### config.mk
export PLATFORM = sky130hd
export DESIGN_NAME = fir_top
export DESIGN_NICKNAME = d
export VERILOG_FILES = /design/src/rtl/fir_pkg.sv /design/src/rtl/shift_reg.sv /design/src/rtl/fir_filter.sv /design/src/rtl/fir_requant.sv /design/src/rtl/fir_top.sv
export SDC_FILE = /design/constraint.sdc
export NUM_CORES = 2
export LEC_CHECK = 0
export ABC_AREA = 1
export BUFFER_PORTS_ARGS = -buffer_cell sky130_fd_sc_hd__buf_2
export CORE_ASPECT_RATIO = 1.2
export CORE_UTILIZATION = 60
export CTS_BUF_LIST = sky130_fd_sc_hd__clkbuf_8 sky130_fd_sc_hd__clkbuf_16
export DETAILED_ROUTE_END_ITERATION = 10
export GPL_TIMING_DRIVEN = 1
export PLACE_DENSITY = 0.83
export SYNTH_ARGS = -nofsm -noshare
export SYNTH_HDL_FRONTEND = slang
export SYNTH_SLANG_ARGS = --single-unit
### constraint.sdc
create_clock -name clk_i -period 4.1 [get_ports clk_i]
set_input_delay 0.41 -clock clk_i [delete_from_list [all_inputs] [get_ports clk_i]]
set_output_delay 0.41 -clock clk_i [all_outputs]
set_load 0.02 [all_outputs]
### src/rtl/fir_pkg.sv
// FIR subsystem shared definitions
// sample and coefficient widths, the coefficient array type,
// the default low-pass tap set and the adder-tree depth helper

package fir_pkg;

    localparam int SAMPLE_W = 16;
    localparam int COEF_W   = 18;
    localparam int MAX_TAPS = 32;

    // entries past the tap count are ignored
    typedef int coef_arr_t[MAX_TAPS];

    // 8-tap symmetric low-pass, coefficient sum 64800 (about unity for a 16-bit shift)
    localparam coef_arr_t DEFAULT_COEF = '{
        0: 1200,
        1: -3400,
        2: 9800,
        3: 24800,
        4: 24800,
        5: 9800,
        6: -3400,
        7: 1200,
        default: 0
    };

    // number of pairwise adder levels needed to reduce n products to one
    function automatic int clog2_f(input int n);
        int stages;
        int span;
        stages = 0;
        span   = 1;
        while (span < n) begin
            span   = span * 2;
            stages = stages + 1;
        end
        return stages;
    endfunction

endpackage

### src/rtl/shift_reg.sv
// Delay line of DELAY register stages
// advances on en_i; reset of the stages is optional so wide data
// paths can be built without a reset tree

`timescale 1ns/10ps

module shift_reg #(
    parameter int DATA_WIDTH = 1,
    parameter int DELAY      = 1,
    parameter bit RESET_EN   = 1'b1
) (
    input  logic                  clk_i,
    input  logic                  rstn_i,
    input  logic                  en_i,
    input  logic [DATA_WIDTH-1:0] data_i,
    output logic [DATA_WIDTH-1:0] data_o
);

    logic [DATA_WIDTH-1:0] stage[DELAY];

    if (RESET_EN) begin : g_rst
        always_ff @(posedge clk_i) begin
            if (!rstn_i) begin
                for (int i = 0; i < DELAY; i++) begin
                    stage[i] <= '0;
                end
            end else if (en_i) begin
                stage[0] <= data_i;
                for (int i = 1; i < DELAY; i++) begin
                    stage[i] <= stage[i-1];
                end
            end
        end
    end else begin : g_no_rst
        always_ff @(posedge clk_i) begin
            if (en_i) begin
                stage[0] <= data_i;
                for (int i = 1; i < DELAY; i++) begin
                    stage[i] <= stage[i-1];
                end
            end
        end
    end

    assign data_o = stage[DELAY-1];

endmodule

### src/rtl/fir_filter.sv
// Streaming FIR filter core
// tapped delay line loaded on accepted samples, one registered
// multiplier per tap and a registered binary adder tree
// output is the full-precision sum, 2 + tree levels cycles after acceptance

`timescale 1ns/10ps

module fir_filter
    import fir_pkg::*;
#(
    parameter int        TAP_NUM = 8,
    parameter coef_arr_t COEF    = DEFAULT_COEF
) (
    input logic clk_i,
    input logic rstn_i,
    input logic en_i,

    input logic                       tvalid_i,
    input logic signed [SAMPLE_W-1:0] tdata_i,

    output logic                                                  tvalid_o,
    output logic signed [SAMPLE_W+COEF_W+clog2_f(TAP_NUM)-1:0] tdata_o
);

    localparam int LEVELS = clog2_f(TAP_NUM);
    localparam int ACC_W  = SAMPLE_W + COEF_W + LEVELS;
    localparam int LAT    = 2 + LEVELS;

    logic                       accept;
    logic signed [SAMPLE_W-1:0] delay[TAP_NUM];

    // node[0] holds the products, node[l] the sums of tree level l
    logic signed [ACC_W-1:0]    node [LEVELS+1][TAP_NUM];

    assign accept = tvalid_i & en_i;

    // valid flag follows the free-running pipeline
    shift_reg #(
        .DATA_WIDTH(1),
        .DELAY     (LAT),
        .RESET_EN  (1'b1)
    ) u_valid_dly (
        .clk_i (clk_i),
        .rstn_i(rstn_i),
        .en_i  (1'b1),
        .data_i(accept),
        .data_o(tvalid_o)
    );

    // delay line only moves on accepted samples
    always_ff @(posedge clk_i) begin
        if (!rstn_i) begin
            for (int k = 0; k < TAP_NUM; k++) begin
                delay[k] <= '0;
            end
        end else if (accept) begin
            delay[0] <= tdata_i;
            for (int k = 1; k < TAP_NUM; k++) begin
                delay[k] <= delay[k-1];
            end
        end
    end

    for (genvar k = 0; k < TAP_NUM; k++) begin : g_tap
        localparam logic signed [COEF_W-1:0] C = COEF_W'(COEF[k]);

        always_ff @(posedge clk_i) begin
            node[0][k] <= ACC_W'(delay[k]) * ACC_W'(C);  // operands widened first
        end
    end

    for (genvar lvl = 1; lvl <= LEVELS; lvl++) begin : g_level
        localparam int N_IN  = (TAP_NUM + (1 << (lvl - 1)) - 1) >> (lvl - 1);
        localparam int N_OUT = (N_IN + 1) / 2;

        for (genvar i = 0; i < N_OUT; i++) begin : g_node
            if (2 * i + 1 < N_IN) begin : g_pair
                always_ff @(posedge clk_i) begin
                    node[lvl][i] <= node[lvl-1][2*i] + node[lvl-1][2*i+1];
                end
            end else begin : g_odd
                // last node of an odd level pairs with zero
                always_ff @(posedge clk_i) begin
                    node[lvl][i] <= node[lvl-1][2*i];
                end
            end
        end
    end

    assign tdata_o = node[LEVELS][0];

endmodule

### src/rtl/fir_requant.sv
// Output requantizer
// rounds half up, shifts right by SHIFT and saturates to the sample
// width in one registered stage; sat_o marks clipped samples

`timescale 1ns/10ps

module fir_requant
    import fir_pkg::*;
#(
    parameter int TAP_NUM = 8,
    parameter int SHIFT   = 16
) (
    input logic clk_i,
    input logic rstn_i,

    input logic                                                  tvalid_i,
    input logic signed [SAMPLE_W+COEF_W+clog2_f(TAP_NUM)-1:0] tdata_i,

    output logic                       tvalid_o,
    output logic                       sat_o,
    output logic signed [SAMPLE_W-1:0] tdata_o
);

    localparam int ACC_W = SAMPLE_W + COEF_W + clog2_f(TAP_NUM);
    localparam int RND_W = ACC_W + 1;  // headroom so the rounding add cannot wrap

    localparam logic signed [RND_W-1:0] HALF = RND_W'(1) << (SHIFT - 1);

    localparam logic signed [SAMPLE_W-1:0] OUT_MAX = {1'b0, {(SAMPLE_W - 1) {1'b1}}};
    localparam logic signed [SAMPLE_W-1:0] OUT_MIN = {1'b1, {(SAMPLE_W - 1) {1'b0}}};
    localparam logic signed [RND_W-1:0]    LIM_MAX = RND_W'(OUT_MAX);
    localparam logic signed [RND_W-1:0]    LIM_MIN = RND_W'(OUT_MIN);

    logic signed [RND_W-1:0]    rounded;
    logic signed [RND_W-1:0]    shifted;
    logic                       over;
    logic                       under;
    logic signed [SAMPLE_W-1:0] clamped;

    assign rounded = RND_W'(tdata_i) + HALF;
    assign shifted = rounded >>> SHIFT;

    always_comb begin
        over  = shifted > LIM_MAX;
        under = shifted < LIM_MIN;
        if (over) begin
            clamped = OUT_MAX;
        end else if (under) begin
            clamped = OUT_MIN;
        end else begin
            clamped = shifted[SAMPLE_W-1:0];
        end
    end

    always_ff @(posedge clk_i) begin
        if (!rstn_i) begin
            tvalid_o <= 1'b0;
            sat_o    <= 1'b0;
        end else begin
            tvalid_o <= tvalid_i;
            sat_o    <= tvalid_i & (over | under);  // only flagged with a valid sample
        end
        tdata_o <= clamped;
    end

endmodule

### src/rtl/fir_top.sv
// FIR subsystem top level
// filter core followed by the requantizer; 16-bit signed stream in
// and out with a valid flag, a global enable and a clip flag
// latency is 3 + tree levels cycles, 6 for 8 taps

`timescale 1ns/10ps

module fir_top
    import fir_pkg::*;
#(
    parameter int        TAP_NUM = 8,
    parameter coef_arr_t COEF    = DEFAULT_COEF,
    parameter int        SHIFT   = 16
) (
    input logic clk_i,
    input logic rstn_i,
    input logic en_i,

    input logic                       tvalid_i,
    input logic signed [SAMPLE_W-1:0] tdata_i,

    output logic                       tvalid_o,
    output logic signed [SAMPLE_W-1:0] tdata_o,
    output logic                       sat_o
);

    localparam int ACC_W = SAMPLE_W + COEF_W + clog2_f(TAP_NUM);

    logic                    acc_valid;
    logic signed [ACC_W-1:0] acc_data;  // full-precision filter sum

    fir_filter #(
        .TAP_NUM(TAP_NUM),
        .COEF   (COEF)
    ) u_filter (
        .clk_i   (clk_i),
        .rstn_i  (rstn_i),
        .en_i    (en_i),
        .tvalid_i(tvalid_i),
        .tdata_i (tdata_i),
        .tvalid_o(acc_valid),
        .tdata_o (acc_data)
    );

    fir_requant #(
        .TAP_NUM(TAP_NUM),
        .SHIFT  (SHIFT)
    ) u_requant (
        .clk_i   (clk_i),
        .rstn_i  (rstn_i),
        .tvalid_i(acc_valid),
        .tdata_i (acc_data),
        .tvalid_o(tvalid_o),
        .sat_o   (sat_o),
        .tdata_o (tdata_o)
    );

endmodule

Yosys cells after proc, flatten, opt, wreduce, memory -nomap -nowiden:

Memories as Yosys holds them, arrays and structs flattened.
Index checks and enable logic that the tools add are counted.

* add/sub/neg operators: 8
* $mul: 8
* order comparisons: 2
* mux-type cells: 20
* bitwise operators: 16

Operators with widths (number)
* 37-bit adder: 7
* 16-bit two-way mux: 9
* 16-bit by 12-bit multiplier with 28-bit output, second input constant: 2
* 16-bit by 11-bit multiplier with 27-bit output, second input constant: 2
* 16-bit by 10-bit multiplier with 26-bit output, second input constant: 2
* 16-bit by 8-bit multiplier with 24-bit output, second input constant: 2
* 37-bit by 17-bit adder with 38-bit output, second input constant: 1
* 22-bit by 16-bit > comparator with 1-bit output, second input constant: 1
* 22-bit by 16-bit less-than comparator with 1-bit output, second input constant: 1
* 1-bit OR: 14
* 1-bit two-way mux: 11
* 1-bit AND: 2

* bits in registers: 18
* RAM bits: 1257
* input bits: 20
* output and inout bits: 18
* logic and storage cells: 60
* memories kept: 3

Memories
* u_filter.node: depth 4, width 281, rd ports 4, clocked after Yosys merged registers in 0, write ports 4, RTL line fir_filter.sv:33 `logic signed [ACC_W-1:0] node [LEVELS+1][TAP_NUM];`
* u_filter.delay: depth 8, width 16, rd ports 8, clocked after Yosys merged registers in 0, write ports 8, RTL line fir_filter.sv:30 `logic signed [SAMPLE_W-1:0] delay[TAP_NUM];`
* u_filter.u_valid_dly.stage: depth 5, width 1, rd ports 5, clocked after Yosys merged registers in 0, write ports 5, RTL line shift_reg.sv:19 `logic [DATA_WIDTH-1:0] stage[DELAY];`

Longest topological paths before layout:

* depth after elaboration: 5
* depth in mapped cells: 20
* mapped depth without buffers: 20

Hierarchy:

A second synthesis with hierarchy kept.

* cells, all modules: 7286
* area total of the unflattened synthesis: 55680.9 µm²

Modules (own cells, without submodules)
* fir_filter: times used 1, cells each 7087, area an instance 54225.8 µm², seq. area each 12812.3 µm²
* fir_requant: times used 1, cells each 181, area an instance 1253.7 µm², seq. area each 360.3 µm²
* shift_reg: times used 1, cells each 18, area an instance 201.4 µm², seq. area each 150.1 µm²

Worst setup path after synthesis:

No wires, ideal clock.

* path type: input-to-reg
* start point: input rstn_i
* end point: memory u_filter.delay[0][0], enable pin
* setup time: 1.109 ns
* arrival: 3.099 ns
* slack: -0.108 ns
* stages: 3
* buffers on the path: 2
* path through: clkbuf_1 -> clkbuf_1 -> nand2_1

RTL lines
* start: declaration: RTL line fir_top.sv:16 `input logic rstn_i,`
* end: declaration: RTL line fir_filter.sv:30

==> impl_metrics.ini <==
[status]
run_status = finished, violations left
violations = setup timing

[sta]
fin_worst_skew_ns = 0.0364
timing.fmax_mhz = 220
setup_ws_ns = -0.436
setup_violations = 61
setup_tns_ns = -9.19
timing_max_transition_violations_final = 0
finalCriticalPeriod_ns = 4.54
period_share_pct = 111
whs_ns = 0.0512
grt_setup_unrepaired = yes
timing.max_slew.rel_slack_pct = 43.0
worst_pin_slew_ns = 0.856
hold_viol = 0

[global_routing]
vias_in_the_first_global_route = 46448
antenna_found_initial = 1
grt_max_degree = 86
grt_remaining_overflow = 0
grt_pass1_wl_um = 234000
grtUsageTotal_pct = 33.6

[critical_path]
slowest_cp_cell = sky130_fd_sc_hd__fa_1
critical_path_peak_fanout = 2
critical_path.n_buffers_inverters = 5
timing.setup.critical_path_class = flop to flop
crit_chain = buf_4 > ha_4 > ha_4 > fa_2 > fa_1 > inv_1 > fa_1 > inv_1 > ha_4 > nand2_2 > nand2_2 > buf_4 > a21oi_2 > nor2_1 > nor2_1 > nand2_2 > buf_4 > xor2_2
type_of_origin_of_the_critical_path = flop
worstRegToRegCells = 18
crit_path_end_kind = flop
cp_data_arrival_time_ns = 5.08
path_depth = 18
cp.required_ns = 4.65
slowest_delay_ns = 0.74
critPathTopFamily = adder cells

[synthesis]
asyncSetResetFlopFracSynth_pct = 0
synth.net_count = 7599
avgSynthCellArea_um2 = 8.18
synth_simple_gate_area_share_pct = 15.3
synth-compound-area-share_pct = 9.44
ys_seq_elements = 587
gate_count_post_synth = 6369
synth_most_common_cell = sky130_fd_sc_hd__inv_1
synthesis.area_mm2 = 0.0521
netlist.area_leader.share_pct = 20.2
yosys.area_share.adder_pct = 34.4
synth_area_leaders = sky130_fd_sc_hd__ha_1 (20%), sky130_fd_sc_hd__dfxtp_1 (18%), sky130_fd_sc_hd__fa_1 (14%), sky130_fd_sc_hd__inv_1 (10%), sky130_fd_sc_hd__edfxtp_1 (7.4%)
combinational_family_with_the_most_area_after_synthesis = adder cells
synth_mux_area_share_pct = 0
synth_xor_xnor_area_share_pct = 5.63
ys_seq_area_share_pct = 25.0
yosysTopAreaCell = sky130_fd_sc_hd__ha_1
synthesis.yosys.warnings = 0
postSynth.topFlopCell = sky130_fd_sc_hd__dfxtp_1
synth-edff-count = 128
synth.lib_cells_used.distinct = 46
yosys-top-cells-count = sky130_fd_sc_hd__inv_1 (1409), sky130_fd_sc_hd__nand2_1 (1019), sky130_fd_sc_hd__ha_1 (843), sky130_fd_sc_hd__nor2_1 (508), sky130_fd_sc_hd__dfxtp_1 (459)

[die]
io_pins = 38
die_y_um = 325
die_w_um = 271
floorplan.initialDensity_pct = 60.5
die-area_mm2 = 0.0880
core-area_mm2 = 0.0861
fp-row-count = 118

[placement]
placedInstanceArea_mm2 = 0.0565
place_congestion = 1.05
dp_hpwl_um = 118000
portBuffers = 37

[layout]
multiInputGateArea_mm2 = 0.0374
post_route_cells_drive_above_1_share_pct = 17.6
nets = 8163
syn2layout_area_growth_pct = 21.9
layout.area.seq_mm2 = 0.0130
fill_cells = 6033
final_design_area_no_fill_mm2 = 0.0635
post_layout_util_pct = 73.8

[route]
vias = 45443
drt_drc_violations_left = 0
wl_per_cell_um = 20.0
detail_route.iter0.violations = 3360
detail_route.vias_per_cell = 5.59
antenna_violating_nets_post_route = 0
drt_pass1_iterations = 9
route.final.wire_length_um = 162000

[clock_tree]
tritoncts_buffer_count = 68
h-tree-depth = 3
clockRootBuffer = sky130_fd_sc_hd__clkbuf_16
clock_path_buffers = 3
cts.hold.buffers_added = 0
cts_num_sinks = 587
cts_tree = built
clk_latency_ns = 0.66
cts.reportedPaths.clkPinSlew_ns = 0.07

[power]
part_of_the_power_in_the_clock_network_pct = 11.9
total_power_mw = 56.4
power_leakage_nw = 32.5
power.switching_mw = 28.2
vdd_drop_max_uv = 637
seqPwrFrac_pct = 18.0
intPower_mw = 28.1
power_switching_share_pct = 50.1
comb_power_share_pct = 70.1
power.density_mw_per_mm2 = 887

[min_path]
hold_path.class = primary input to flop
worstHoldPathCells = 3

[job]
max_cap_violations = 0
## sequential cells by signal, indices dropped and copies added, names as in the netlist
signal	cells
u_requant.sat_o	1
u_filter.delay	128
u_requant.tdata_o	16
u_filter.u_valid_dly.stage	5
u_requant.tvalid_o	1
u_filter.node	436
## layout by cell type (no fill, tap or decap), types with 12 or more instances in the layout
cell and n:
sky130_fd_sc_hd__ha_1 688, sky130_fd_sc_hd__a31oi_1 27, sky130_fd_sc_hd__a21o_1 61, sky130_fd_sc_hd__nor2_2 26, sky130_fd_sc_hd__o21ai_1 29, sky130_fd_sc_hd__fa_2 16, sky130_fd_sc_hd__fa_1 351, sky130_fd_sc_hd__a21oi_1 331
sky130_fd_sc_hd__xnor2_1 93, sky130_fd_sc_hd__clkbuf_16 72, sky130_fd_sc_hd__inv_1 1339, sky130_fd_sc_hd__nor2_4 21, sky130_fd_sc_hd__nand4_1 51, sky130_fd_sc_hd__nand2_4 24, sky130_fd_sc_hd__nand3_1 208, sky130_fd_sc_hd__buf_4 427
sky130_fd_sc_hd__ha_4 142, sky130_fd_sc_hd__edfxtp_1 128, sky130_fd_sc_hd__xor2_1 230, sky130_fd_sc_hd__o21bai_1 54, sky130_fd_sc_hd__a21oi_2 58, sky130_fd_sc_hd__o21a_1 12, sky130_fd_sc_hd__o21ai_2 24, sky130_fd_sc_hd__inv_2 78
sky130_fd_sc_hd__a21oi_4 17, sky130_fd_sc_hd__o21ai_0 197, sky130_fd_sc_hd__nor3_1 37, sky130_fd_sc_hd__nor3_2 14, sky130_fd_sc_hd__nor4_1 24, sky130_fd_sc_hd__nand2_1 927, sky130_fd_sc_hd__buf_2 37, sky130_fd_sc_hd__nand3_2 26
sky130_fd_sc_hd__nand2_2 74, sky130_fd_sc_hd__dfxtp_1 459, sky130_fd_sc_hd__a21boi_0 14, sky130_fd_sc_hd__ha_2 13, sky130_fd_sc_hd__buf_6 45, sky130_fd_sc_hd__nor2_1 469
## per-layer routing
metal / part of all wire [%] / track usage (%) / wire (µm)
met2: 50 / 61.2 / 81100
met3: 5.5 / 3.95 / 8990
met4: 8.4 / 21.8 / 13700
met5: 0 / 0 / 0
met1: 36 / 36.5 / 58500
## layout make-up
cell class                      instances  share of cell area, %
Multi-Input combinational cell       4355                   58.8
Tap cell                             1140                   2.25
Clock buffer                           77                   2.95
Antenna cell                            1                0.00394
Clock inverter                         48                  0.922
Inverter                             1410                   8.34
Timing Repair Buffer                  511                   6.20
Sequential cell                       587                   20.5
## power groups by stage
stage	Sequential, mW	Combinational [mW]	Clock (mW)
after floorplan	9.44	22.5	0
after global placement	10.2	32.5	0
after detailed placement	10.2	32.9	0
after CTS	10.1	34.9	6.70
after global routing	10.2	43.2	6.97
final	10.2	39.5	6.68
## tightest hold or removal path, delay by kind of cell
kind,cells,cell delay [ns]
buf+inv,2,0.11
simple gates,1,0.08
## metrics by stage
| stage | setup WS, ns | instances |
|---|---|---|
| floorplan | 0.000229 | 6369 |
| finish | -0.436 | 8129 |
| global route | -0.445 | 8128 |
| CTS | -0.0359 | 8067 |
| global placement | -0.263 | 7898 |
| detailed placement | -0.281 | 7898 |
## kinds of logic after synthesis
kind of cell    count (synthesis)
simple gates                 1934
buf+inv                      1427
fa+ha+maj                    1210
compound gates                877
flops                         587
xor+xnor                      334
## what timing repair did
item / 4_1_cts / 5_1_grt
pin swaps: 94 / 269
gates resized for setup: 215 / 550
buffers inserted: 45 / 66
gates cloned: 0 / 0
endpoints found under the setup margin: 75 / 91
## worst paths after layout
check	startpoint	to	slack, ns
min reg2reg	u_filter.node[0][67]$_DFF_P_	u_filter.node[1][173]$_DFF_P_	0.32
max reg2reg	u_filter.delay[0][39]$_SDFFCE_PN0P_	u_filter.node[0][194]$_DFF_P_	-0.44
max	u_filter.delay[0][39]$_SDFFCE_PN0P_	u_filter.node[0][194]$_DFF_P_	-0.44
min	tdata_i[4]	u_filter.delay[0][4]$_SDFFCE_PN0P_	0.05
Note: power is estimated with default switching activity, not from simulation.
